File: src/hdl/ntt_defs.svh
//====================================================================
// NTT coprocessor sizes, modulus and host word address map
//====================================================================
`ifndef NTT_DEFS_SVH
`define NTT_DEFS_SVH

// Arithmetic
`define NTT_Q            8380417
`define NTT_COEF_W       24

// Memory geometry
`define NTT_LANES        4       // Coefficients per row
`define NTT_ROW_W        96
`define NTT_N            64      // Coefficients per polynomial
`define NTT_ROWS         16      // Rows per polynomial
`define NTT_ROW_ADDR_W   6       // Covers 48 rows

// Host bus
`define NTT_HOST_ADDR_W  8
`define NTT_HOST_DATA_W  32

// Host word map
`define NTT_BASE_A       0
`define NTT_BASE_B       64
`define NTT_BASE_C       128
`define NTT_ADDR_CTRL    192
`define NTT_ADDR_EN      193
`define NTT_ADDR_STATUS  194     // Last valid word

`endif
File: src/hdl/ntt_row_counter.sv
//====================================================================
// Row index counter with last-row flag
//====================================================================
`timescale 1ns/1ns
`default_nettype none
`include "ntt_defs.svh"

module ntt_row_counter (
    input  wire                         clk,
    input  wire                         rst_n_i,
    input  wire                         clr_i,
    input  wire                         step_i,
    output logic [$clog2(`NTT_ROWS)-1:0] row_o,
    output logic                        last_o
);

always_ff @(posedge clk) begin
    if (!rst_n_i || clr_i)
        row_o <= '0;
    else if (step_i)
        row_o <= row_o + 1'b1;
end

assign last_o = row_o == ($clog2(`NTT_ROWS))'(`NTT_ROWS - 1);

// Sequencer stops stepping on the last row
assert property (@(posedge clk) disable iff (!rst_n_i)
    step_i |-> !last_o);

endmodule

`default_nettype wire

File: config.mk
export PLATFORM = sky130hd
export DESIGN_NAME = ntt_row_counter
export DESIGN_NICKNAME = d
export VERILOG_FILES = /design/src/hdl/ntt_row_counter.sv
export VERILOG_INCLUDE_DIRS = /design/src /design/src/hdl
export SDC_FILE = /design/constraint.sdc
export NUM_CORES = 1
export LEC_CHECK = 0
export ABC_CLOCK_PERIOD_IN_PS = 1700
export BUFFER_PORTS_ARGS = -buffer_cell sky130_fd_sc_hd__buf_2
export CELL_PAD_IN_SITES_DETAIL_PLACEMENT = 1
export CELL_PAD_IN_SITES_GLOBAL_PLACEMENT = 2
export CORE_AREA = 2 2 39 41
export DETAILED_ROUTE_END_ITERATION = 8
export DIE_AREA = 0 0 41 43
export HOLD_SLACK_MARGIN = 0.1
export PLACE_DENSITY = 0.51
export SYNTH_ARGS = -nofsm -noshare
export SYNTH_HDL_FRONTEND = slang
export SYNTH_SLANG_ARGS = --single-unit
File: constraint.sdc
create_clock -name clk -period 1.7 [get_ports clk]
set_input_delay 0.17 -clock clk [delete_from_list [all_inputs] [get_ports clk]]
set_output_delay 0.17 -clock clk [all_outputs]
set_load 0.01 [all_outputs]
==> metrics <==
placed cells=42; first-pass GRT wire length=621 microns; CP Max Fanout=4; worst path buffer plus inverter count=1; Post-CTS Setup Inserts=0; fin. max-slew vios=0; Leak=0.135 nW; DRC=0; worst hold stages=3; initial core utilization=13.7%; nets=36; vias=171; Final Non-Filler Cells=45; GRT overflow=0; layout cells sized above 1=44.8%; DP Area=roughly 250 sq um; total power=0.229 mW; clock sink total=4; Final Core Density=between 10% and 20%; Root Driver=clkbuf_4; total negative setup slack=0 ps; H-Tree Depth=1; critical path class=flip-flop to output port; Max rail drop VDD=0.195 mV; Mapped Nets=23; Tightest Pin Transition=118 ps; Hold Vio Cnt, Final=0; worst reg-to-reg path cell count=3; fin area=272 sq um; # setup viols final=0; max reg flops=4; delay-heaviest family, CP=flip-flops; Cell Area, Synth=189 sq um; DRT antenna net count=0; Hold Slack=221 ps; largest register by flop count=row_o; most common cell after layout, fill and taps aside=buf_2; flops & latches, synth=4; drt first-iter violations=5; Worst EP required=between 1500 and 2000 ps; # IOs=9; max frequency=768 MHz; largest family of logic cells by synthesized area=simple AND/OR/NAND/NOR gates; Synth cell types=12; post-synthesis sequential area ratio=42.4%; Critical Path, Cell by Cell=ha_1, and3_2, buf_2; Top Registers=row_o: 4 flops; WHS Endpoint=row_o[3]; slowest CP cell=dfxtp_1; number of iterations in the first detailed-routing pass=2; Worst Skew=6.23 ps; Compound-Gate Fraction of Synth Area=7.95%; Syn Area/Cell=10.5 sq um; worst reg2reg setup slack=760 ps; cts hold-fix bufs=0; Cells after Synth=18; Synth Area in Simple Gates=27.8%; CTS tree=yes; Clock Pin Slew Worst Setup and Hold Paths=40 ps; nature of the critical path startpoint=flip-flop; Worst Hold Class=primary input to flip-flop; CTS buffer count=3; Clock Tree Buf Depth=2; status=finished clean; RSZ-0062 raised after global routing=false; worst r2r src=row_o[0]; I/O Buffers=8; hpwl dp=~350 microns; largest net degree at the start of global routing=6; std cell rows=14; Worst Hold Launch=clr_i; XOR/XNOR Fraction of Synth Area=4.64%; Tot GR Track Use=6.02%; adder-cell share of the synthesized area=6.62%; Slew HR=91.9%; initial antenna violation count=0; Die Area=0.00176 sq mm; Die Wd=41 microns; Critical Path AT=1130 ps; Synth-to-Final Area Change=43.7%; vias in the first global route=about 170; Die H=43 microns; pwr dens=about 840 mW/mm^2; Worst setup EP type=output port; post-synthesis mux area share=roughly a tenth; WL/cell=8.87 microns; minimum clock period=1300 ps; reg2reg end=row_o[2]; post-CTS resize count=0; pre-CTS WS=around 630 ps; Final period util=between 70% and 80%; n_diodes=0; core area=0.00138 sq mm; clk_lat worst skew=230 ps; critical path's largest stage delay=roughly 330 ps; Final Worst Setup Slack=399 ps; YS warnings=0; max cap viols=0; most frequent cells in the layout=8 x buf_2, 4 x dfxtp_1, 3 x clkbuf_4; Via density=3.80; Final GP Congestion=0.549; Detailed Route WL=399 microns
worst max-delay path by stage:
stage / startpoint / endpoint / slack (ps) / cells past startpoint
2_1_floorplan: row_o[0] / last_o / 720 / 2
3_3_place_gp: row_o[0] / last_o / 630 / 3
3_5_place_dp: row_o[0] / last_o / 630 / 3
4_1_cts: row_o[0] / last_o / 380 / 3
5_1_grt: row_o[0] / last_o / 340 / 3
6_report: row_o[0] / last_o / 400 / 3
area by class of cell:
type / instances / area [sq um]
clock buffers: 3 / 22.5
repair buffers: 8 / 40.0
well taps: 16 / 20.0
flip-flops and latches: 4 / 80.1
multi-input cells: 14 / 109
fillers: 166 / 1110
metal layers:
metal	global-route usage [%]	wire, microns	part of all wire, %
met1	6.09	169	42
met2	7.19	173	43
met3	3.14	56	14
met4	8.00	0	0
met5	0	0	0
where the power goes:
group	switching [mW]	total (mW)	leakage [nW]	internal [mW]
sequential	0.00181	0.0980	0.0324	0.0961
combinational	0.00770	0.0163	0.0891	0.00863
clock	0.0360	0.115	0.0138	0.0787
kinds of logic (layout without fill, tap and decap cells):
| logic type | count (synthesis) | count (layout) |
|---|---|---|
| AND/OR/NAND/NOR | 8 | 8 |
| AO/OA/AOI/OAI | 2 | 2 |
| XOR/XNOR | 1 | 1 |
| adder cells (fa/ha/maj) | 1 | 1 |
| buffers and inverters | 0 | 11 |
| multiplexers | 2 | 2 |
| flip-flops | 4 | 4 |
worst reg2reg max path: stages, from the launching register on:
cell and delay (ps):
dfxtp_1 330, ha_1 230, a21bo_2 210, a21oi_1 100
synthesized netlist by cell type:
cell / number / area share (%)
or3b_1: 1 / 4.6
xnor2_1: 1 / 4.6
a21oi_1: 1 / 2.6
nand3b_1: 2 / 7.9
ha_1: 1 / 6.6
nand4_1: 1 / 3.3
a21bo_2: 1 / 5.3
nor2_1: 2 / 4.0
and3_2: 1 / 4.0
mux2i_1: 2 / 11
dfxtp_1: 4 / 42
or2b_1: 1 / 4.0
Power figures use the tool's default switching activity.
