<file path="src/hdl/ntt_defs.svh">
//====================================================================
// NTT coprocessor sizes, modulus and host word address map
//====================================================================
`ifndef NTT_DEFS_SVH
`define NTT_DEFS_SVH

// Arithmetic
`define NTT_Q            8380417
`define NTT_COEF_W       24

// Memory geometry
`define NTT_LANES        4       // Coefficients per row
`define NTT_ROW_W        96
`define NTT_N            64      // Coefficients per polynomial
`define NTT_ROWS         16      // Rows per polynomial
`define NTT_ROW_ADDR_W   6       // Covers 48 rows

// Host bus
`define NTT_HOST_ADDR_W  8
`define NTT_HOST_DATA_W  32

// Host word map
`define NTT_BASE_A       0
`define NTT_BASE_B       64
`define NTT_BASE_C       128
`define NTT_ADDR_CTRL    192
`define NTT_ADDR_EN      193
`define NTT_ADDR_STATUS  194     // Last valid word

`endif
</file>
<file path="src/hdl/ntt_pkg.sv">
//====================================================================
// NTT coprocessor types
// Modes, sequencer states and the control word layout
//====================================================================
`default_nettype none

package ntt_pkg;

    // Lane operation, 3..7 reserved
    typedef enum logic [2:0] {
        MODE_ADD = 3'd0,
        MODE_SUB = 3'd1,
        MODE_MUL = 3'd2
    } mode_e;

    // One pass per row is RD_AB, RD_C, WR
    typedef enum logic [2:0] {
        ST_IDLE,
        ST_RD_AB,
        ST_RD_C,
        ST_WR,
        ST_DONE
    } seq_state_e;

    // Control register, bit 3 accumulate and bits 2..0 mode
    typedef struct packed {
        logic  accumulate;
        mode_e mode;
    } ntt_ctrl_t;

endpackage

`default_nettype wire

</file>
<file path="src/hdl/ntt_mem_if.sv">
//====================================================================
// Coefficient memory paths, engine row port and host lane port
//====================================================================
`timescale 1ns/1ns
`default_nettype none
`include "ntt_defs.svh"


interface ntt_host_mem_if;
    logic                       en;
    logic                       we;
    logic [`NTT_ROW_ADDR_W-1:0] row;
    logic [1:0]                 lane;
    logic [`NTT_COEF_W-1:0]     wdata;
    logic [`NTT_COEF_W-1:0]     rdata;      // Registered lane read

    modport host (output en, we, row, lane, wdata, input rdata);
    modport mem  (input en, we, row, lane, wdata, output rdata);
endinterface

`default_nettype wire

</file>
<file path="src/hdl/ntt_host_adapter.sv">
//====================================================================
// Host bus adapter, decodes word accesses into coefficient lanes,
// holds the control word and starts the engine
//====================================================================
`timescale 1ns/1ns
`default_nettype none
`include "ntt_defs.svh"

module ntt_host_adapter import ntt_pkg::*; (
    input  wire                         clk,
    input  wire                         rst_n_i,
    input  wire                         dv_i,
    input  wire                         write_i,
    input  wire [`NTT_HOST_ADDR_W-1:0]  addr_i,
    input  wire [`NTT_HOST_DATA_W-1:0]  wdata_i,
    output logic [`NTT_HOST_DATA_W-1:0] rdata_o,
    output logic                        hold_o,
    output logic                        err_o,
    input  wire                         busy_i,
    input  wire                         done_i,
    output logic                        start_o,
    output mode_e                       mode_o,
    output logic                        accumulate_o,
    ntt_host_mem_if.host                host_mem
);

logic                        is_coef;
logic                        is_ctrl;
logic                        is_en;
logic                        is_status;
logic                        bad;           // Bad address or reserved mode
logic                        busy_blk;      // Access parked until engine done
logic                        acc;
logic                        rd_first;
logic                        wr_ok;
logic [1:0]                  poly_idx;
logic [`NTT_HOST_ADDR_W-1:0] poly_base;
logic [`NTT_HOST_ADDR_W-1:0] word_off;
logic                        rd_pend_q;     // Second read cycle
logic                        rd_src_mem_q;
logic [`NTT_HOST_DATA_W-1:0] reg_rdata_q;
logic                        done_sticky_q;
ntt_ctrl_t                   ctrl_q;

//====================================================================
// Address decode
//====================================================================
assign is_coef   = addr_i < (`NTT_BASE_C + `NTT_N);
assign is_ctrl   = addr_i == `NTT_ADDR_CTRL;
assign is_en     = addr_i == `NTT_ADDR_EN;
assign is_status = addr_i == `NTT_ADDR_STATUS;
assign bad       = (addr_i > `NTT_ADDR_STATUS) ||
                   (write_i && is_ctrl && (wdata_i[2:0] > MODE_MUL));

always_comb begin
    if (addr_i >= `NTT_BASE_C) begin
        poly_idx  = 2'd2;
        poly_base = `NTT_HOST_ADDR_W'(`NTT_BASE_C);
    end else if (addr_i >= `NTT_BASE_B) begin
        poly_idx  = 2'd1;
        poly_base = `NTT_HOST_ADDR_W'(`NTT_BASE_B);
    end else begin
        poly_idx  = 2'd0;
        poly_base = `NTT_HOST_ADDR_W'(`NTT_BASE_A);
    end
end
assign word_off = addr_i - poly_base;      // Coefficient index in poly

//====================================================================
// Handshake
//====================================================================
assign busy_blk = busy_i && !(is_status && !write_i);   // Status readable
assign acc      = dv_i && !busy_blk;
assign err_o    = acc && bad;
assign rd_first = acc && !bad && !write_i && !rd_pend_q;
assign wr_ok    = acc && !bad && write_i;
assign hold_o   = (dv_i && busy_blk) || rd_first;
assign start_o  = wr_ok && is_en && wdata_i[0];        // Not stored

// Memory side, one lane per host word
assign host_mem.en    = (rd_first || wr_ok) && is_coef;
assign host_mem.we    = write_i;
assign host_mem.row   = `NTT_ROW_ADDR_W'(poly_idx * `NTT_ROWS + word_off / `NTT_LANES);
assign host_mem.lane  = word_off[1:0];
assign host_mem.wdata = wdata_i[`NTT_COEF_W-1:0];      // Upper bits dropped

always_ff @(posedge clk) begin
    if (!rst_n_i) begin
        rd_pend_q     <= 1'b0;
        rd_src_mem_q  <= 1'b0;
        reg_rdata_q   <= '0;
        done_sticky_q <= 1'b0;
        ctrl_q        <= '{accumulate: 1'b0, mode: MODE_ADD};
    end else begin
        rd_pend_q <= rd_first;
        if (rd_first) begin
            rd_src_mem_q <= is_coef;
            reg_rdata_q  <= is_ctrl ? `NTT_HOST_DATA_W'(ctrl_q)
                                    : `NTT_HOST_DATA_W'({done_sticky_q, busy_i});
        end
        if (wr_ok && is_ctrl)
            ctrl_q <= ntt_ctrl_t'(wdata_i[3:0]);
        if (start_o)
            done_sticky_q <= 1'b0;             // Next run clears it
        else if (done_i)
            done_sticky_q <= 1'b1;
    end
end

assign rdata_o      = rd_src_mem_q ? `NTT_HOST_DATA_W'(host_mem.rdata) : reg_rdata_q;
assign mode_o       = ctrl_q.mode;
assign accumulate_o = ctrl_q.accumulate;

// Read data only moves when a new read is issued
assert property (@(posedge clk) disable iff (!rst_n_i)
    (!hold_o && !dv_i) |-> $stable(rdata_o));

endmodule

`default_nettype wire

</file>
<file path="src/flat_wrapper.sv">
// flat-port wrapper written by rule: the top's interface ports become plain ports
module ntt_host_adapter_flat import ntt_pkg::*;
  (clk, rst_n_i, dv_i, write_i, addr_i, wdata_i, rdata_o, hold_o, err_o, busy_i, done_i, start_o, mode_o, accumulate_o, host_mem_en, host_mem_we, host_mem_row, host_mem_lane, host_mem_wdata, host_mem_rdata);
  ntt_host_mem_if host_mem_i ();
  input  wire clk;
  input  wire rst_n_i;
  input  wire dv_i;
  input  wire write_i;
  input  wire [`NTT_HOST_ADDR_W-1:0] addr_i;
  input  wire [`NTT_HOST_DATA_W-1:0] wdata_i;
  output logic [`NTT_HOST_DATA_W-1:0] rdata_o;
  output logic hold_o;
  output logic err_o;
  input  wire busy_i;
  input  wire done_i;
  output logic start_o;
  output mode_e mode_o;
  output logic accumulate_o;
  output wire logic [$bits(host_mem_i.en)-1:0] host_mem_en;
  output wire logic [$bits(host_mem_i.we)-1:0] host_mem_we;
  output wire logic [$bits(host_mem_i.row)-1:0] host_mem_row;
  output wire logic [$bits(host_mem_i.lane)-1:0] host_mem_lane;
  output wire logic [$bits(host_mem_i.wdata)-1:0] host_mem_wdata;
  input wire logic [$bits(host_mem_i.rdata)-1:0] host_mem_rdata;
  assign host_mem_en = host_mem_i.en;
  assign host_mem_we = host_mem_i.we;
  assign host_mem_row = host_mem_i.row;
  assign host_mem_lane = host_mem_i.lane;
  assign host_mem_wdata = host_mem_i.wdata;
  assign host_mem_i.rdata = host_mem_rdata;
  ntt_host_adapter u_core (.clk(clk), .rst_n_i(rst_n_i), .dv_i(dv_i), .write_i(write_i), .addr_i(addr_i), .wdata_i(wdata_i), .rdata_o(rdata_o), .hold_o(hold_o), .err_o(err_o), .busy_i(busy_i), .done_i(done_i), .start_o(start_o), .mode_o(mode_o), .accumulate_o(accumulate_o), .host_mem(host_mem_i));
endmodule
</file>
<file path="config.mk">
export PLATFORM = sky130hd
export DESIGN_NAME = ntt_host_adapter_flat
export DESIGN_NICKNAME = d
export VERILOG_FILES = /design/src/hdl/ntt_pkg.sv /design/src/hdl/ntt_mem_if.sv /design/src/hdl/ntt_host_adapter.sv /design/src/flat_wrapper.sv
export VERILOG_INCLUDE_DIRS = /design/src /design/src/hdl
export SDC_FILE = /design/constraint.sdc
export NUM_CORES = 1
export LEC_CHECK = 0
export BUFFER_PORTS_ARGS = -buffer_cell sky130_fd_sc_hd__buf_4
export CORE_UTILIZATION = 34
export DETAILED_ROUTE_END_ITERATION = 8
export PLACE_DENSITY = 0.95
export SLEW_MARGIN = 5
export SYNTH_ARGS = -nofsm -noshare
export SYNTH_HDL_FRONTEND = slang
export SYNTH_SLANG_ARGS = --single-unit
</file>
<file path="constraint.sdc">
create_clock -name clk -period 2.7 [get_ports clk]
set_input_delay 0.675 -clock clk [delete_from_list [all_inputs] [get_ports clk]]
set_output_delay 0.675 -clock clk [all_outputs]
set_load 0.01 [all_outputs]
</file>
==> run summary <==
==========================================================================================
Worst hold slack after final layout .........................................    0.4650 ns
Post-layout net count .......................................................          269
Fill cells ..................................................................          309
Number of design rule violations left after detail routing ..................            0
Run status .................................................................. finished, final reports clean
Die width ...................................................................     58.94 µm
Number of placed I/O pins ...................................................          143
Setup Total Neg Slack .......................................................         0 ns
RR Startpoint ............................................................... u_core.rd_pend_q$_SDFF_PN0_
Yosys warnings ..............................................................            0
Largest family of logic cells by synthesized area ........................... buffers and inverters
Count of buffers inserted at the top-level ports ............................           86
Root Buffer Master ..........................................................     clkbuf_4
Hold crit path type ......................................................... register to register
Yosys reg bits ..............................................................           11
Fraction of layout instances using a drive strength above 1 .................       49.49%
Starting utilization of the core area .......................................       36.11%
XOR/XNOR Fraction of Synth Area .............................................           0%
Clock tree skew after final layout ..........................................  0.001496 ns
Area taken by multi-input logic gates .......................................    576.8 µm²
Sequential cell area ........................................................    220.2 µm²
Number of cells on the worst reg-to-reg path ................................            2
Fraction of the mapped netlist area in simple logic gates ...................       29.85%
Antenna violation net count after detailed routing ..........................            0
Final count of negative-setup-slack endpoints ...............................            0
Floorplan core area ......................................................... 0.003053 mm²
Share of the core filled with cells in the final layout .....................       50.66%
Slew @ Worst Pin ............................................................    0.6226 ns
Setup slack, reg-to-reg .....................................................      1.40 ns
Wire length after detailed routing ..........................................     2.826 mm
Site row count ..............................................................           20
Highest attainable clock frequency ..........................................   0.4003 GHz
Critical path launch point ..................................................    addr_i[2]
Cell count along the critical path ..........................................            6
Share of synthesized cell area in full adder, half adder and majority cells .           0%
# hold bufs at CTS ..........................................................            0
Total Routing Usage GR ......................................................       15.65%
Clock Power Share ...........................................................        27.4%
Placed wire-length estimate .................................................     2.321 mm
Buffers & Inverters on Critical Path ........................................            3
Clock slew at reported path FFs .............................................      0.07 ns
Static Leakage .............................................................. 0.0008110 µW
Capture point of the worst reg-to-reg path .................................. u_core.reg_rdata_q[2]$_SDFFE_PN0P_
Data required time at the worst endpoint ....................................      2.03 ns
Vias in the first global route ..............................................        1,006
Maximum number of pins on one net before global-route repair ................           26
IR Drop Worst-Case VDD ......................................................     195.1 µV
Vias per cell ...............................................................        4.640
Crit path setup slack, layout ...............................................    0.2017 ns
Startpoint-to-endpoint class of the critical path ........................... input port to output pin
Worst-case setup slack after placement ......................................    0.2052 ns
Total clock buffers created by CTS ..........................................            3
Area of the die ............................................................. 0.003474 mm²
Antenna diode instance count ................................................            0
Max-slew headroom ...........................................................       58.44%
Sequential share of power ...................................................        39.8%
Maximum buffer depth of the clock tree ......................................            2
Count of maximum capacitance violations .....................................            0
Final routed wire length divided by cell count ..............................     11.68 µm
Final Wtd Congestion ........................................................       0.7731
Timing endpoint of the critical path ........................................  host_mem_en
Height of the die ...........................................................     58.94 µm
Switching share of power ....................................................       28.98%
Switching power total .......................................................     123.5 µW
TritonCTS clock tree ........................................................         done
Proportion of netlist area held by the largest area contributor .............       26.56%
RSZ-0062 raised after global routing ........................................           no
Comb power frac .............................................................        32.9%
Final max-slew violation count ..............................................            0
Cell class contributing the biggest share of worst-path delay ............... simple AND/OR/NAND/NOR gates
Final critical delay including setup and external delays ....................     2.498 ns
Critical Path Max Stage Delay ...............................................      0.30 ns
Synthesis-to-layout area growth .............................................       40.29%
Complex-gate fraction of the synthesized area ...............................       11.12%
Average cell area after synthesis ...........................................    7.550 µm²
Post-CTS Resized ............................................................            0
Critical Path AT ............................................................      1.82 ns
CP dominant cell by count ...................................................        buf_4
Power Total .................................................................     426.1 µW
Sort of element at the end of the critical path .............................   output pin
Design internal power .......................................................     302.6 µW
Biggest fanout along the worst timing path ..................................           11
Power Density ............................................................... 275.5 mW/mm²
Cell Area, Synth ............................................................ 0.001102 mm²
Chain of cells forming the critical path .................................... buf_4, nor4_4, buf_4, a32oi_1, nor3_1, buf_4
Count of distinct cell types in the synthesized netlist .....................           29
Clock Sink Count ............................................................           11
Multiplexer fraction of the synthesized cell area ...........................       8.627%
Synth Instances .............................................................          146
First-pass GRT wire length ..................................................     4.257 mm
Number of vias in the routed layout .........................................        1,123
Biggest area consumer among synthesized cells ...............................        buf_4
Final worst path period share ...............................................       92.53%
Post-CTS setup buffer count .................................................            0
Most area-consuming cells after synthesis ................................... buf_4 (27%), dfxtp_1 (20%), and2_1 (12%), mux2i_1 (4.5%), mux2_2 (4.1%)
Initial DRC count ...........................................................           34
Sequential-to-total area share from yosys stat ..............................       19.98%
Slowest CP cell .............................................................       nor4_4
Clk_lat worst skew ..........................................................      0.27 ns
Critical Path Start Type ....................................................   input port
Hold Violations, Final ......................................................            0
Number of antenna violations at the first check in global routing ...........            0
Gr ovfl total ...............................................................            0
H-tree level count ..........................................................            1
Number of iterations in the first detailed-routing pass .....................            6
==========================================================================================
## state kept, by name, summed over array words and instances (netlist names)
| register | flops |
|---|---|
| u_core.reg_rdata_q | 4 |
| u_core.done_sticky_q | 1 |
| u_core.rd_src_mem_q | 1 |
| u_core.accumulate_o | 1 |
| u_core.mode_o | 3 |
| u_core.rd_pend_q | 1 |
## per-stage QoR
step | instances | cell area [µm²]
6_report | 242 | 1546
5_1_grt | 242 | 1546
4_1_cts | 242 | 1546
3_5_place_dp | 238 | 1520
3_3_place_gp | 238 | 1520
2_1_floorplan | 153 | 1129
## logic make-up after synthesis
family / Yosys count
compound gates: 20
buf+inv: 49
flops: 11
mux: 9
other cells: 1
simple gates: 56
## final cells by class
type | instances | area share, %
Tap cell | 44 | 3.560
Clock buffer | 4 | 1.699
Inverter | 2 | 0.4854
Sequential cell | 11 | 14.24
Multi-Input combinational cell | 93 | 37.30
Timing Repair Buffer | 88 | 42.72
## Yosys cell counts
library cell  count
buf_4            39
and2_1           22
nand2_1          12
dfxtp_1          11
a21oi_1           7
clkbuf_1          7
nand3_1           6
o21ai_0           6
mux2i_1           5
mux2_2            4
nor2_1            4
and3_1            3
inv_1             2
nor3_1            2
o211ai_1          2
a21boi_0          1
a32oi_1           1
a41oi_1           1
and4bb_2          1
buf_2             1
conb_1            1
nor2b_1           1
nor4_1            1
nor4_4            1
nor4bb_1          1
o211a_1           1
o21a_1            1
or3b_2            1
or4_1             1
## worst min-delay path by stage
stage | startpoint | end | slack [ns] | depth (start not counted)
2_1_floorplan | u_core.reg_rdata_q[3]$_SDFFE_PN0P_ | u_core.reg_rdata_q[3]$_SDFFE_PN0P_ | 0.44 | 2
3_3_place_gp | u_core.mode_o[2]$_SDFFE_PN0P_ | u_core.mode_o[2]$_SDFFE_PN0P_ | 0.45 | 2
3_5_place_dp | u_core.mode_o[2]$_SDFFE_PN0P_ | u_core.mode_o[2]$_SDFFE_PN0P_ | 0.45 | 2
4_1_cts | u_core.mode_o[2]$_SDFFE_PN0P_ | u_core.mode_o[2]$_SDFFE_PN0P_ | 0.47 | 2
5_1_grt | u_core.reg_rdata_q[3]$_SDFFE_PN0P_ | u_core.reg_rdata_q[3]$_SDFFE_PN0P_ | 0.49 | 2
6_report | u_core.mode_o[2]$_SDFFE_PN0P_ | u_core.mode_o[2]$_SDFFE_PN0P_ | 0.47 | 2
## tightest hold or removal path, delay by kind of cell (launching register included)
kind,cells,cell delay [ns]
DFF,1,0.33
AOI/OAI and AO/OA,1,0.04
and+or+nand+nor,1,0.06
## routing by layer
layer / global-route usage, % / wire length [µm]
met2: 28.90 / 1456
met4: 5.782 / 31
met3: 1.978 / 227
met5: 0 / 0
met1: 18.26 / 1111
## cell usage in the layout, fill, tap and decap left out
| cell | synthesis | layout |
|---|---|---|
| buf_4 | 39 | 88 |
| mux2i_1 | 5 | 5 |
| nand3_1 | 6 | 6 |
| or3b_2 | 1 | 1 |
| a21boi_0 | 1 | 1 |
| o21a_1 | 1 | 1 |
| and4bb_2 | 1 | 1 |
| inv_1 | 2 | 2 |
| clkbuf_4 | 0 | 3 |
| nor4_4 | 1 | 1 |
| o211a_1 | 1 | 1 |
| a41oi_1 | 1 | 1 |
| dfxtp_1 | 11 | 11 |
| nor2b_1 | 1 | 1 |
| o21ai_0 | 6 | 6 |
| nand2_1 | 12 | 12 |
| nor4_1 | 1 | 1 |
| nor4bb_1 | 1 | 1 |
| and2_1 | 22 | 22 |
| nor2_1 | 4 | 4 |
| nor3_1 | 2 | 2 |
| and3_1 | 3 | 3 |
| mux2_2 | 4 | 4 |
| clkbuf_1 | 7 | 1 |
| a21oi_1 | 7 | 7 |
| conb_1 | 1 | 8 |
| a32oi_1 | 1 | 1 |
| o211ai_1 | 2 | 2 |
| or4_1 | 1 | 1 |
## power groups by stage
stage | Clock, µW | Combinational [µW] | Sequential (µW)
after detailed placement | 0 | 140 | 174
after floorplan | 0 | 104 | 170
after CTS | 121 | 141 | 170
after global routing | 131 | 152 | 171
final | 117 | 140 | 169
after global placement | 0 | 138 | 173
Power figures use the tool's default switching activity.
