===== config.mk =====
export PLATFORM = sky130hd
export DESIGN_NAME = ntt_seq_fsm_flat
export DESIGN_NICKNAME = d
export VERILOG_FILES = /design/src/hdl/ntt_pkg.sv /design/src/hdl/ntt_mem_if.sv /design/src/hdl/ntt_seq_fsm.sv /design/src/flat_wrapper.sv
export VERILOG_INCLUDE_DIRS = /design/src /design/src/hdl
export SDC_FILE = /design/constraint.sdc
export NUM_CORES = 1
export LEC_CHECK = 0
export BUFFER_PORTS_ARGS = -buffer_cell sky130_fd_sc_hd__buf_2
export CORE_AREA = 5 5 84 86
export DETAILED_ROUTE_END_ITERATION = 8
export DIE_AREA = 0 0 89 91
export SYNTH_ARGS = -nofsm -noshare
export SYNTH_HDL_FRONTEND = slang
export SYNTH_SLANG_ARGS = --single-unit
export TNS_END_PERCENT = 20

===== constraint.sdc =====
create_clock -name clk -period 2.1 [get_ports clk]
set_input_delay 0.21 -clock clk [delete_from_list [all_inputs] [get_ports clk]]
set_output_delay 0.21 -clock clk [all_outputs]
set_load 0.02 [all_outputs]

===== src/hdl/ntt_defs.svh =====
//====================================================================
// NTT coprocessor sizes, modulus and host word address map
//====================================================================
`ifndef NTT_DEFS_SVH
`define NTT_DEFS_SVH

// Arithmetic
`define NTT_Q            8380417
`define NTT_COEF_W       24

// Memory geometry
`define NTT_LANES        4       // Coefficients per row
`define NTT_ROW_W        96
`define NTT_N            64      // Coefficients per polynomial
`define NTT_ROWS         16      // Rows per polynomial
`define NTT_ROW_ADDR_W   6       // Covers 48 rows

// Host bus
`define NTT_HOST_ADDR_W  8
`define NTT_HOST_DATA_W  32

// Host word map
`define NTT_BASE_A       0
`define NTT_BASE_B       64
`define NTT_BASE_C       128
`define NTT_ADDR_CTRL    192
`define NTT_ADDR_EN      193
`define NTT_ADDR_STATUS  194     // Last valid word

`endif

===== src/hdl/ntt_pkg.sv =====
//====================================================================
// NTT coprocessor types
// Modes, sequencer states and the control word layout
//====================================================================
`default_nettype none

package ntt_pkg;

    // Lane operation, 3..7 reserved
    typedef enum logic [2:0] {
        MODE_ADD = 3'd0,
        MODE_SUB = 3'd1,
        MODE_MUL = 3'd2
    } mode_e;

    // One pass per row is RD_AB, RD_C, WR
    typedef enum logic [2:0] {
        ST_IDLE,
        ST_RD_AB,
        ST_RD_C,
        ST_WR,
        ST_DONE
    } seq_state_e;

    // Control register, bit 3 accumulate and bits 2..0 mode
    typedef struct packed {
        logic  accumulate;
        mode_e mode;
    } ntt_ctrl_t;

endpackage

`default_nettype wire


===== src/hdl/ntt_mem_if.sv =====
//====================================================================
// Coefficient memory paths, engine row port and host lane port
//====================================================================
`timescale 1ns/1ns
`default_nettype none
`include "ntt_defs.svh"

interface ntt_eng_mem_if;
    logic                       rd_en;
    logic [`NTT_ROW_ADDR_W-1:0] rd_addr_a;
    logic [`NTT_ROW_ADDR_W-1:0] rd_addr_b;
    logic [`NTT_ROW_W-1:0]      rd_data_a;  // One cycle after rd_en
    logic [`NTT_ROW_W-1:0]      rd_data_b;
    logic                       wr_en;
    logic [`NTT_ROW_ADDR_W-1:0] wr_addr;
    logic [`NTT_ROW_W-1:0]      wr_data;    // Driven by the lane ALU

    modport engine (output rd_en, rd_addr_a, rd_addr_b, wr_en, wr_addr,
                    input  rd_data_a, rd_data_b);
    modport mem    (input  rd_en, rd_addr_a, rd_addr_b, wr_en, wr_addr, wr_data,
                    output rd_data_a, rd_data_b);
endinterface


`default_nettype wire


===== src/hdl/ntt_seq_fsm.sv =====
//====================================================================
// Engine sequencer, three cycles per row then one done cycle
//====================================================================
`timescale 1ns/1ns
`default_nettype none
`include "ntt_defs.svh"

module ntt_seq_fsm import ntt_pkg::*; (
    input  wire                           clk,
    input  wire                           rst_n_i,
    input  wire                           start_i,
    input  wire                           last_row_i,
    input  wire [$clog2(`NTT_ROWS)-1:0]   row_i,
    output logic                          row_clr_o,
    output logic                          row_step_o,
    output logic                          alu_load_o,
    output logic                          busy_o,
    output logic                          done_o,
    ntt_eng_mem_if.engine                 eng
);

seq_state_e                 state_q;
seq_state_e                 state_d;
logic [`NTT_ROW_ADDR_W-1:0] row_ext;

assign row_ext = `NTT_ROW_ADDR_W'(row_i);

always_comb begin
    state_d = state_q;
    unique case (state_q)
        ST_IDLE:  if (start_i) state_d = ST_RD_AB;
        ST_RD_AB: state_d = ST_RD_C;
        ST_RD_C:  state_d = ST_WR;
        ST_WR:    state_d = last_row_i ? ST_DONE : ST_RD_AB;
        ST_DONE:  state_d = ST_IDLE;
        default:  state_d = ST_IDLE;
    endcase
end

always_ff @(posedge clk) begin
    if (!rst_n_i)
        state_q <= ST_IDLE;
    else
        state_q <= state_d;
end

// Port A reads A then C, port B reads B
assign eng.rd_en     = (state_q == ST_RD_AB) || (state_q == ST_RD_C);
assign eng.rd_addr_a = (state_q == ST_RD_C) ? row_ext + `NTT_ROW_ADDR_W'(2*`NTT_ROWS)
                                            : row_ext;
assign eng.rd_addr_b = row_ext + `NTT_ROW_ADDR_W'(`NTT_ROWS);
assign eng.wr_en     = state_q == ST_WR;
assign eng.wr_addr   = row_ext + `NTT_ROW_ADDR_W'(2*`NTT_ROWS);

assign row_clr_o  = (state_q == ST_IDLE) && start_i;
assign row_step_o = (state_q == ST_WR) && !last_row_i;
assign alu_load_o = state_q == ST_RD_C;   // A and B rows arrive here
assign busy_o     = state_q != ST_IDLE;
assign done_o     = state_q == ST_DONE;

// Adapter must hold every enable write while a run is in flight
assert property (@(posedge clk) disable iff (!rst_n_i)
    start_i |-> state_q == ST_IDLE);

endmodule

`default_nettype wire


===== src/flat_wrapper.sv =====
// flat-port wrapper written by rule: the top's interface ports become plain ports
module ntt_seq_fsm_flat import ntt_pkg::*;
  (clk, rst_n_i, start_i, last_row_i, row_i, row_clr_o, row_step_o, alu_load_o, busy_o, done_o, eng_rd_en, eng_rd_addr_a, eng_rd_addr_b, eng_wr_en, eng_wr_addr, eng_rd_data_a, eng_rd_data_b);
  ntt_eng_mem_if eng_i ();
  input  wire clk;
  input  wire rst_n_i;
  input  wire start_i;
  input  wire last_row_i;
  input  wire [$clog2(`NTT_ROWS)-1:0] row_i;
  output logic row_clr_o;
  output logic row_step_o;
  output logic alu_load_o;
  output logic busy_o;
  output logic done_o;
  output wire logic [$bits(eng_i.rd_en)-1:0] eng_rd_en;
  output wire logic [$bits(eng_i.rd_addr_a)-1:0] eng_rd_addr_a;
  output wire logic [$bits(eng_i.rd_addr_b)-1:0] eng_rd_addr_b;
  output wire logic [$bits(eng_i.wr_en)-1:0] eng_wr_en;
  output wire logic [$bits(eng_i.wr_addr)-1:0] eng_wr_addr;
  input wire logic [$bits(eng_i.rd_data_a)-1:0] eng_rd_data_a;
  input wire logic [$bits(eng_i.rd_data_b)-1:0] eng_rd_data_b;
  assign eng_rd_en = eng_i.rd_en;
  assign eng_rd_addr_a = eng_i.rd_addr_a;
  assign eng_rd_addr_b = eng_i.rd_addr_b;
  assign eng_wr_en = eng_i.wr_en;
  assign eng_wr_addr = eng_i.wr_addr;
  assign eng_i.rd_data_a = eng_rd_data_a;
  assign eng_i.rd_data_b = eng_rd_data_b;
  ntt_seq_fsm u_core (.clk(clk), .rst_n_i(rst_n_i), .start_i(start_i), .last_row_i(last_row_i), .row_i(row_i), .row_clr_o(row_clr_o), .row_step_o(row_step_o), .alu_load_o(alu_load_o), .busy_o(busy_o), .done_o(done_o), .eng(eng_i));
endmodule

==> results of run 1 <==
worst max-delay path: cells and delay by family, from the launching register on:
| kind | cells | cell delay [ns] |
|---|---|---|
| DFF | 1 | 0.41 |
| buffers and inverters | 1 | 0.16 |
| and+or+nand+nor | 2 | 0.39 |
routing by layer:
| metal | wire (um) | part of all wire |
|---|---|---|
| met5 | 0 | 0 |
| met4 | 0 | 0 |
| met3 | 249 | 0.32 |
| met2 | 327 | 0.41 |
| met1 | 213 | 0.27 |
final cells by class:
type / instances / area [um^2] / share of cell area
tap: 77 / 96.3 / 0.258
timing repair buffer: 11 / 55.1 / 0.147
antenna: 1 / 2.50 / 0.00669
clock buffer: 4 / 45.0 / 0.120
multi-input combinational: 19 / 115 / 0.308
sequential: 3 / 60.1 / 0.161
cells by family (layout without fill, tap and decap cells):
kind of cell           Yosys count  in the layout
buffers and inverters           18             15
AND/OR/NAND/NOR                 11             11
flip-flops                       3              3
other                            2              6
AO/OA/AOI/OAI                    2              2
XOR/XNOR                         1              1
power by group:
group	total, mW	switching, mW	internal, mW
clock network	0.163	0.0340	0.129
registers	0.0709	0.00837	0.0626
logic	0.0763	0.0491	0.0272
synthesized netlist by cell type:
| master | number | area (um^2) |
|---|---|---|
| or3_1 | 1 | 6.26 |
| xnor2_1 | 1 | 8.76 |
| nor3_1 | 1 | 5.00 |
| and2b_1 | 1 | 7.51 |
| a21bo_2 | 1 | 10.0 |
| a21oi_2 | 1 | 8.76 |
| nand2b_1 | 2 | 12.5 |
| dfxtp_1 | 3 | 60.1 |
| nor3b_1 | 2 | 15.0 |
| and3_1 | 1 | 6.26 |
| nor2_1 | 2 | 7.51 |
| and3b_1 | 1 | 8.76 |
| conb_1 | 2 | 7.51 |
| buf_4 | 18 | 135 |
per-stage QoR:
step / hold WS, ns / power, mW
2_1_floorplan: 0.356 / 0.167
3_3_place_gp: 0.420 / 0.149
3_5_place_dp: 0.420 / 0.150
4_1_cts: 0.257 / 0.320
5_1_grt: 0.267 / 0.331
6_report: 0.257 / 0.310
path summary, 6_finish.rpt:
check                                                      end  slack, ns
worst max-delay path                                row_step_o       0.72
worst min-delay path            u_core.state_q[2]$_SDFFE_PN0P_       0.26
worst max register to register  u_core.state_q[2]$_SDFFE_PN0P_       1.17
worst min register to register  u_core.state_q[1]$_SDFFE_PN0P_       0.64
==> metrics, run 1 <==
Reg2Reg Depth=2; root buffer cell=clkbuf_8; Core ar.=0.00620 mm^2; CTS H-Tree Depth=1; MaxCap Viol Count=0; Final Hold Fails=0; total global-route track usage=0.0206; HP Start=rst_n_i; Critical Path Start Type=register; crit path DAT=1.17 ns; RSZ-0062 raised after global routing=false; post-synthesis compound-gate area fraction=0.0628; Die Y=91 um; met2 usage=0.0248; area share of fa/ha/maj cells after synthesis=0; Synth Instances=37; hold_buf cts=0; commonest non-fill, non-tap cell in the layout=buf_2; CTS tree=built; Area growth, synth to finish=25.1%; CTS clock-pin slew for the worst setup and hold paths=0.03 ns; Netlist cell types=14; Worst Hold Depth=2; die width=about 89 um; fraction of layout cells with a size suffix above 1=0.432; DRC=0; Setup crit start=u_core.state_q[2]$_SDFFE_PN0P_; Finished Layout Cells=115; Pleak=0.163 nW; via count=187; status=finished, final reports clean; total negative slack=0 ns; setup violators final=0; Core Util, Final=0.0603; Iter 0 DRT Violations=12; GRT busiest layer=met3; Synth warnings=0; Nets=238; largest net degree at the start of global routing=8; Crit Path Max Fanout=7; min-delay worst type=in2reg; Pre-Repair DR Iteration Count=2; total gr overflow=0; setup bufs post-CTS=0; Reg with most FFs=u_core.state_q; highest ir drop seen on vdd=0.000132 V; Pwr Density=829 mW/mm^2; largest registers=u_core.state_q: 3 flops; Synth Area per Inst=8.08 um^2; post-layout minimum cycle time=1.38 ns; final wirelength=789 um; vias in the first global route=between 150 and 200; register area share after synthesis=0.201; io pins=between 200 and 250; Final WS setup=0.720 ns; Sink Count=3; post-route ant nets=0; Max Slew Vio Count=0; CP Cell Sequence=and3b_1 > and2b_1 > buf_2; Synth Area in Simple Gates=0.230; main combinational cell family by area after synthesis=buffers and inverters; initial antenna violation count=0; Post-Synth XOR/XNOR Area=0.0293; placed cell area=327 um^2; Critical Path RT=1.89 ns; met3 Usage GRT=0.0326; Via-to-Cell Ratio=roughly 1.6; dpl cells=110; Resize count post-CTS=0; clk buf depth=2; met1 GRT Util=0.0146; most frequent cells in the layout=11 x buf_2, 5 x conb_1, 3 x clkbuf_8, 3 x dfxtp_1; CTS buffer count=3; max reg flops=3; Filler cells=726; critical path class=reg2out; final RePlAce weighted congestion=roughly 0.61; placement row count=29; first-pass GRT wire length=between 1 and 1.5 mm; Critical Path Max Stage Delay=approximately 0.41 ns; dpl ws=0.931 ns; Final Cycle Share=0.657; drt wl/cell=6.86 um; PortBufs=11; Post-Syn Area=299 um^2; slowest library cell on the worst path=dfxtp_1; RR Startpoint=u_core.state_q[2]$_SDFFE_PN0P_; Yosys reg bits=3; design area=374 um^2; element type at the critical path end=output port; clock skew=0.00224 ns; Initial Util=0.0482; clk_lat worst skew=0.21 ns; mux contribution to synthesized area=0; Die ar.=0.00810 mm^2; FMAX=slightly above 0.7 GHz
Power figures use the tool's default switching activity.
==> inputs of run 2 (changes only) <==
==> constraint.sdc (replaced) <==
create_clock -name clk -period 1.1 [get_ports clk]
set_input_delay 0.11 -clock clk [delete_from_list [all_inputs] [get_ports clk]]
set_output_delay 0.11 -clock clk [all_outputs]
set_load 0.02 [all_outputs]
==> run 2 against run 1 <==
The run now ends with setup timing left. Critical path depth is the same. Clock skew down 0.0018 ns. Sequential share of layout area shrank 1.4 points. Largest cell class unchanged. Die area unchanged. Final area grew 25%. Combinational power grew to 2.9 times the previous value. Register-to-register slack worse by 0.97 ns. Worst setup slack worse by 0.87 ns. Core utilization rose by 1.5 points. Count of clock-buffer cells in the layout unchanged. Non-clock buffer count up 5. First-iteration DRC count is 25% lower. Critical endpoint is now busy_o.
==> metrics, run 2 (synthesis results as in run 1) <==
root buffer cell=clkbuf_8; Hold EP=u_core.state_q[0]$_SDFFE_PN0P_; clock skew=0.000447 ns (-0.00180 ns); Final Hold Fails=0 (unchanged); Final Cycle Share=1.13; Iter 0 DRT Violations=9 (-3); status=finished, violations left; fraction of layout cells with a size suffix above 1=0.690 (+0.258); Critical Path Max Stage Delay=0.35 ns (-0.06 ns); Final WS setup=-0.147 ns (-0.867 ns); CTS H-Tree Depth=1 (unchanged); total gr overflow=0 (unchanged); Critical Path RT=0.99 ns (-0.90 ns); CTS tree=built; highest ir drop seen on vdd=0.000262 V (+98%); Pwr Density=1430 mW/mm^2 (+73%); final RePlAce weighted congestion=0.609 (about the same); clk buf depth=2 (unchanged); slowest library cell on the worst path=dfxtp_4; met2 routed WL=323 um (-1.2%); Via-to-Cell Ratio=1.88 (+16%); Worst Hold Depth=3 (+1); Pre-Repair DR Iteration Count=2 (unchanged); most frequent cells in the layout=11 x buf_4, 5 x conb_1, 3 x clkbuf_8, 3 x buf_2; CP Cell Sequence=buf_6 > or3_4 > buf_6; final wirelength=828 um (+4.9%); Sink Count=3 (unchanged); clk_lat worst skew=0.22 ns (about the same); Core ar.=0.00620 mm^2 (unchanged); dpl ws=0.0394 ns (-0.891 ns); largest registers=u_core.state_q: 3 flops; Reg2Reg Depth=3 (+1); failing checks=setup timing; design area=469 um^2 (+25%); CTS clock-pin slew for the worst setup and hold paths=0.03 ns (about the same); Filler cells=728 (+0.28%); Critical Path Start Type=register; setup violators final=7 (+7); FMAX=0.802 GHz; max reg flops=3 (unchanged); Ant. Diodes=0 (-1); CTS buffer count=3 (unchanged); crit path DAT=1.14 ns (-0.03 ns); PortBufs=11 (unchanged); Initial Util=0.0482 (unchanged); MaxCap Viol Count=0 (unchanged); crit-path most repeated cell=buf_6; Nets=243 (+2.1%); vias in the first global route=209 (+12%); Die ar.=0.00810 mm^2 (unchanged); RR Endpoint=u_core.state_q[0]$_SDFFE_PN0P_; met1 wire length=306 um (+44%); critical path class=reg2out; commonest non-fill, non-tap cell in the layout=buf_4; drt wl/cell=6.96 um (+1.4%); DR top layer=met5; via count=224 (+20%); Pleak=0.204 nW (+25%); placement row count=29 (unchanged); met3 WL=147 um (-41%); placed cell area=354 um^2 (+8.4%); io pins=225 (unchanged); initial antenna violation count=1 (+1); RR Startpoint=u_core.state_q[1]$_SDFFE_PN0P_; post-layout minimum cycle time=~1.2 ns; RSZ-0062 raised after global routing=true; post-route ant nets=0 (unchanged); Crit Path Max Fanout=5 (-2); total global-route track usage=0.0199 (-0.000720); element type at the critical path end=output port; largest net degree at the start of global routing=6 (-2); Reg with most FFs=u_core.state_q; Setup crit start=u_core.state_q[0]$_SDFFE_PN0P_; r2r setup slk=0.20 ns (-0.97 ns); min-delay worst type=in2reg; Die Y=91 um (unchanged); first-pass GRT wire length=1.04 mm (+1.3%); die width=89 um (unchanged); DRC=0 (unchanged); Area growth, synth to finish=56.9%; HP Start=rst_n_i; Max Slew Vio Count=0 (unchanged)
==> run 2: repair_timing <==
item,in CTS,in global routing
gates resized for setup,16,3
pin swaps,0,0
buffers inserted,1,1
hold buffers,0,0
endpoints found under the setup margin,8,8
==> run 2: final cells by class <==
type                    count  area, um^2  area share
multi-input cells          19         139       0.296
repair buffers             16         120       0.256
well taps                  77        96.3       0.205
flip-flops and latches      3        68.8       0.147
clock buffers               4        45.0      0.0960
==> run 2: worst max-delay path by stage <==
stage                       endpoint
global route                  busy_o
floorplan           eng_rd_addr_a[5]
CTS                           busy_o
global placement              busy_o
detailed placement            busy_o
finish                        busy_o
==> run 2: through the flow <==
| stage | utilization | setup TNS, ns | power, mW | instances | hold WS [ns] |
|---|---|---|---|---|---|
| 5_1_grt | 0.0756 | -0.868 | 0.714 | 119 | 0.187 |
| 4_1_cts | 0.0732 | -0.597 | 0.685 | 118 | 0.173 |
| 6_report | 0.0756 | -0.563 | 0.672 | 119 | 0.169 |
| 3_5_place_dp | 0.0571 | 0 | 0.302 | 113 | 0.220 |
| 3_3_place_gp | 0.0571 | 0 | 0.301 | 113 | 0.220 |
| 2_1_floorplan | - | 0 | 0.321 | 40 | 0.256 |
==> run 2: critical path: cells and delay by family (launching register included) <==
kind                   cells  cell delay (ns)
buffers and inverters      2             0.26
DFF                        1             0.35
and+or+nand+nor            1             0.32
==> run 2: metal layers <==
layer  vias up  GRT usage
met5         -          0
met4         2     0.0149
met3         5     0.0199
met2        16     0.0223
met1        95     0.0217
li1        106          -
==> run 2: power breakdown <==
part / total [mW] / switching [mW] / internal, mW
clock: 0.322 / 0.0748 / 0.247
sequential: 0.132 / 0.0127 / 0.119
combinational: 0.218 / 0.111 / 0.107
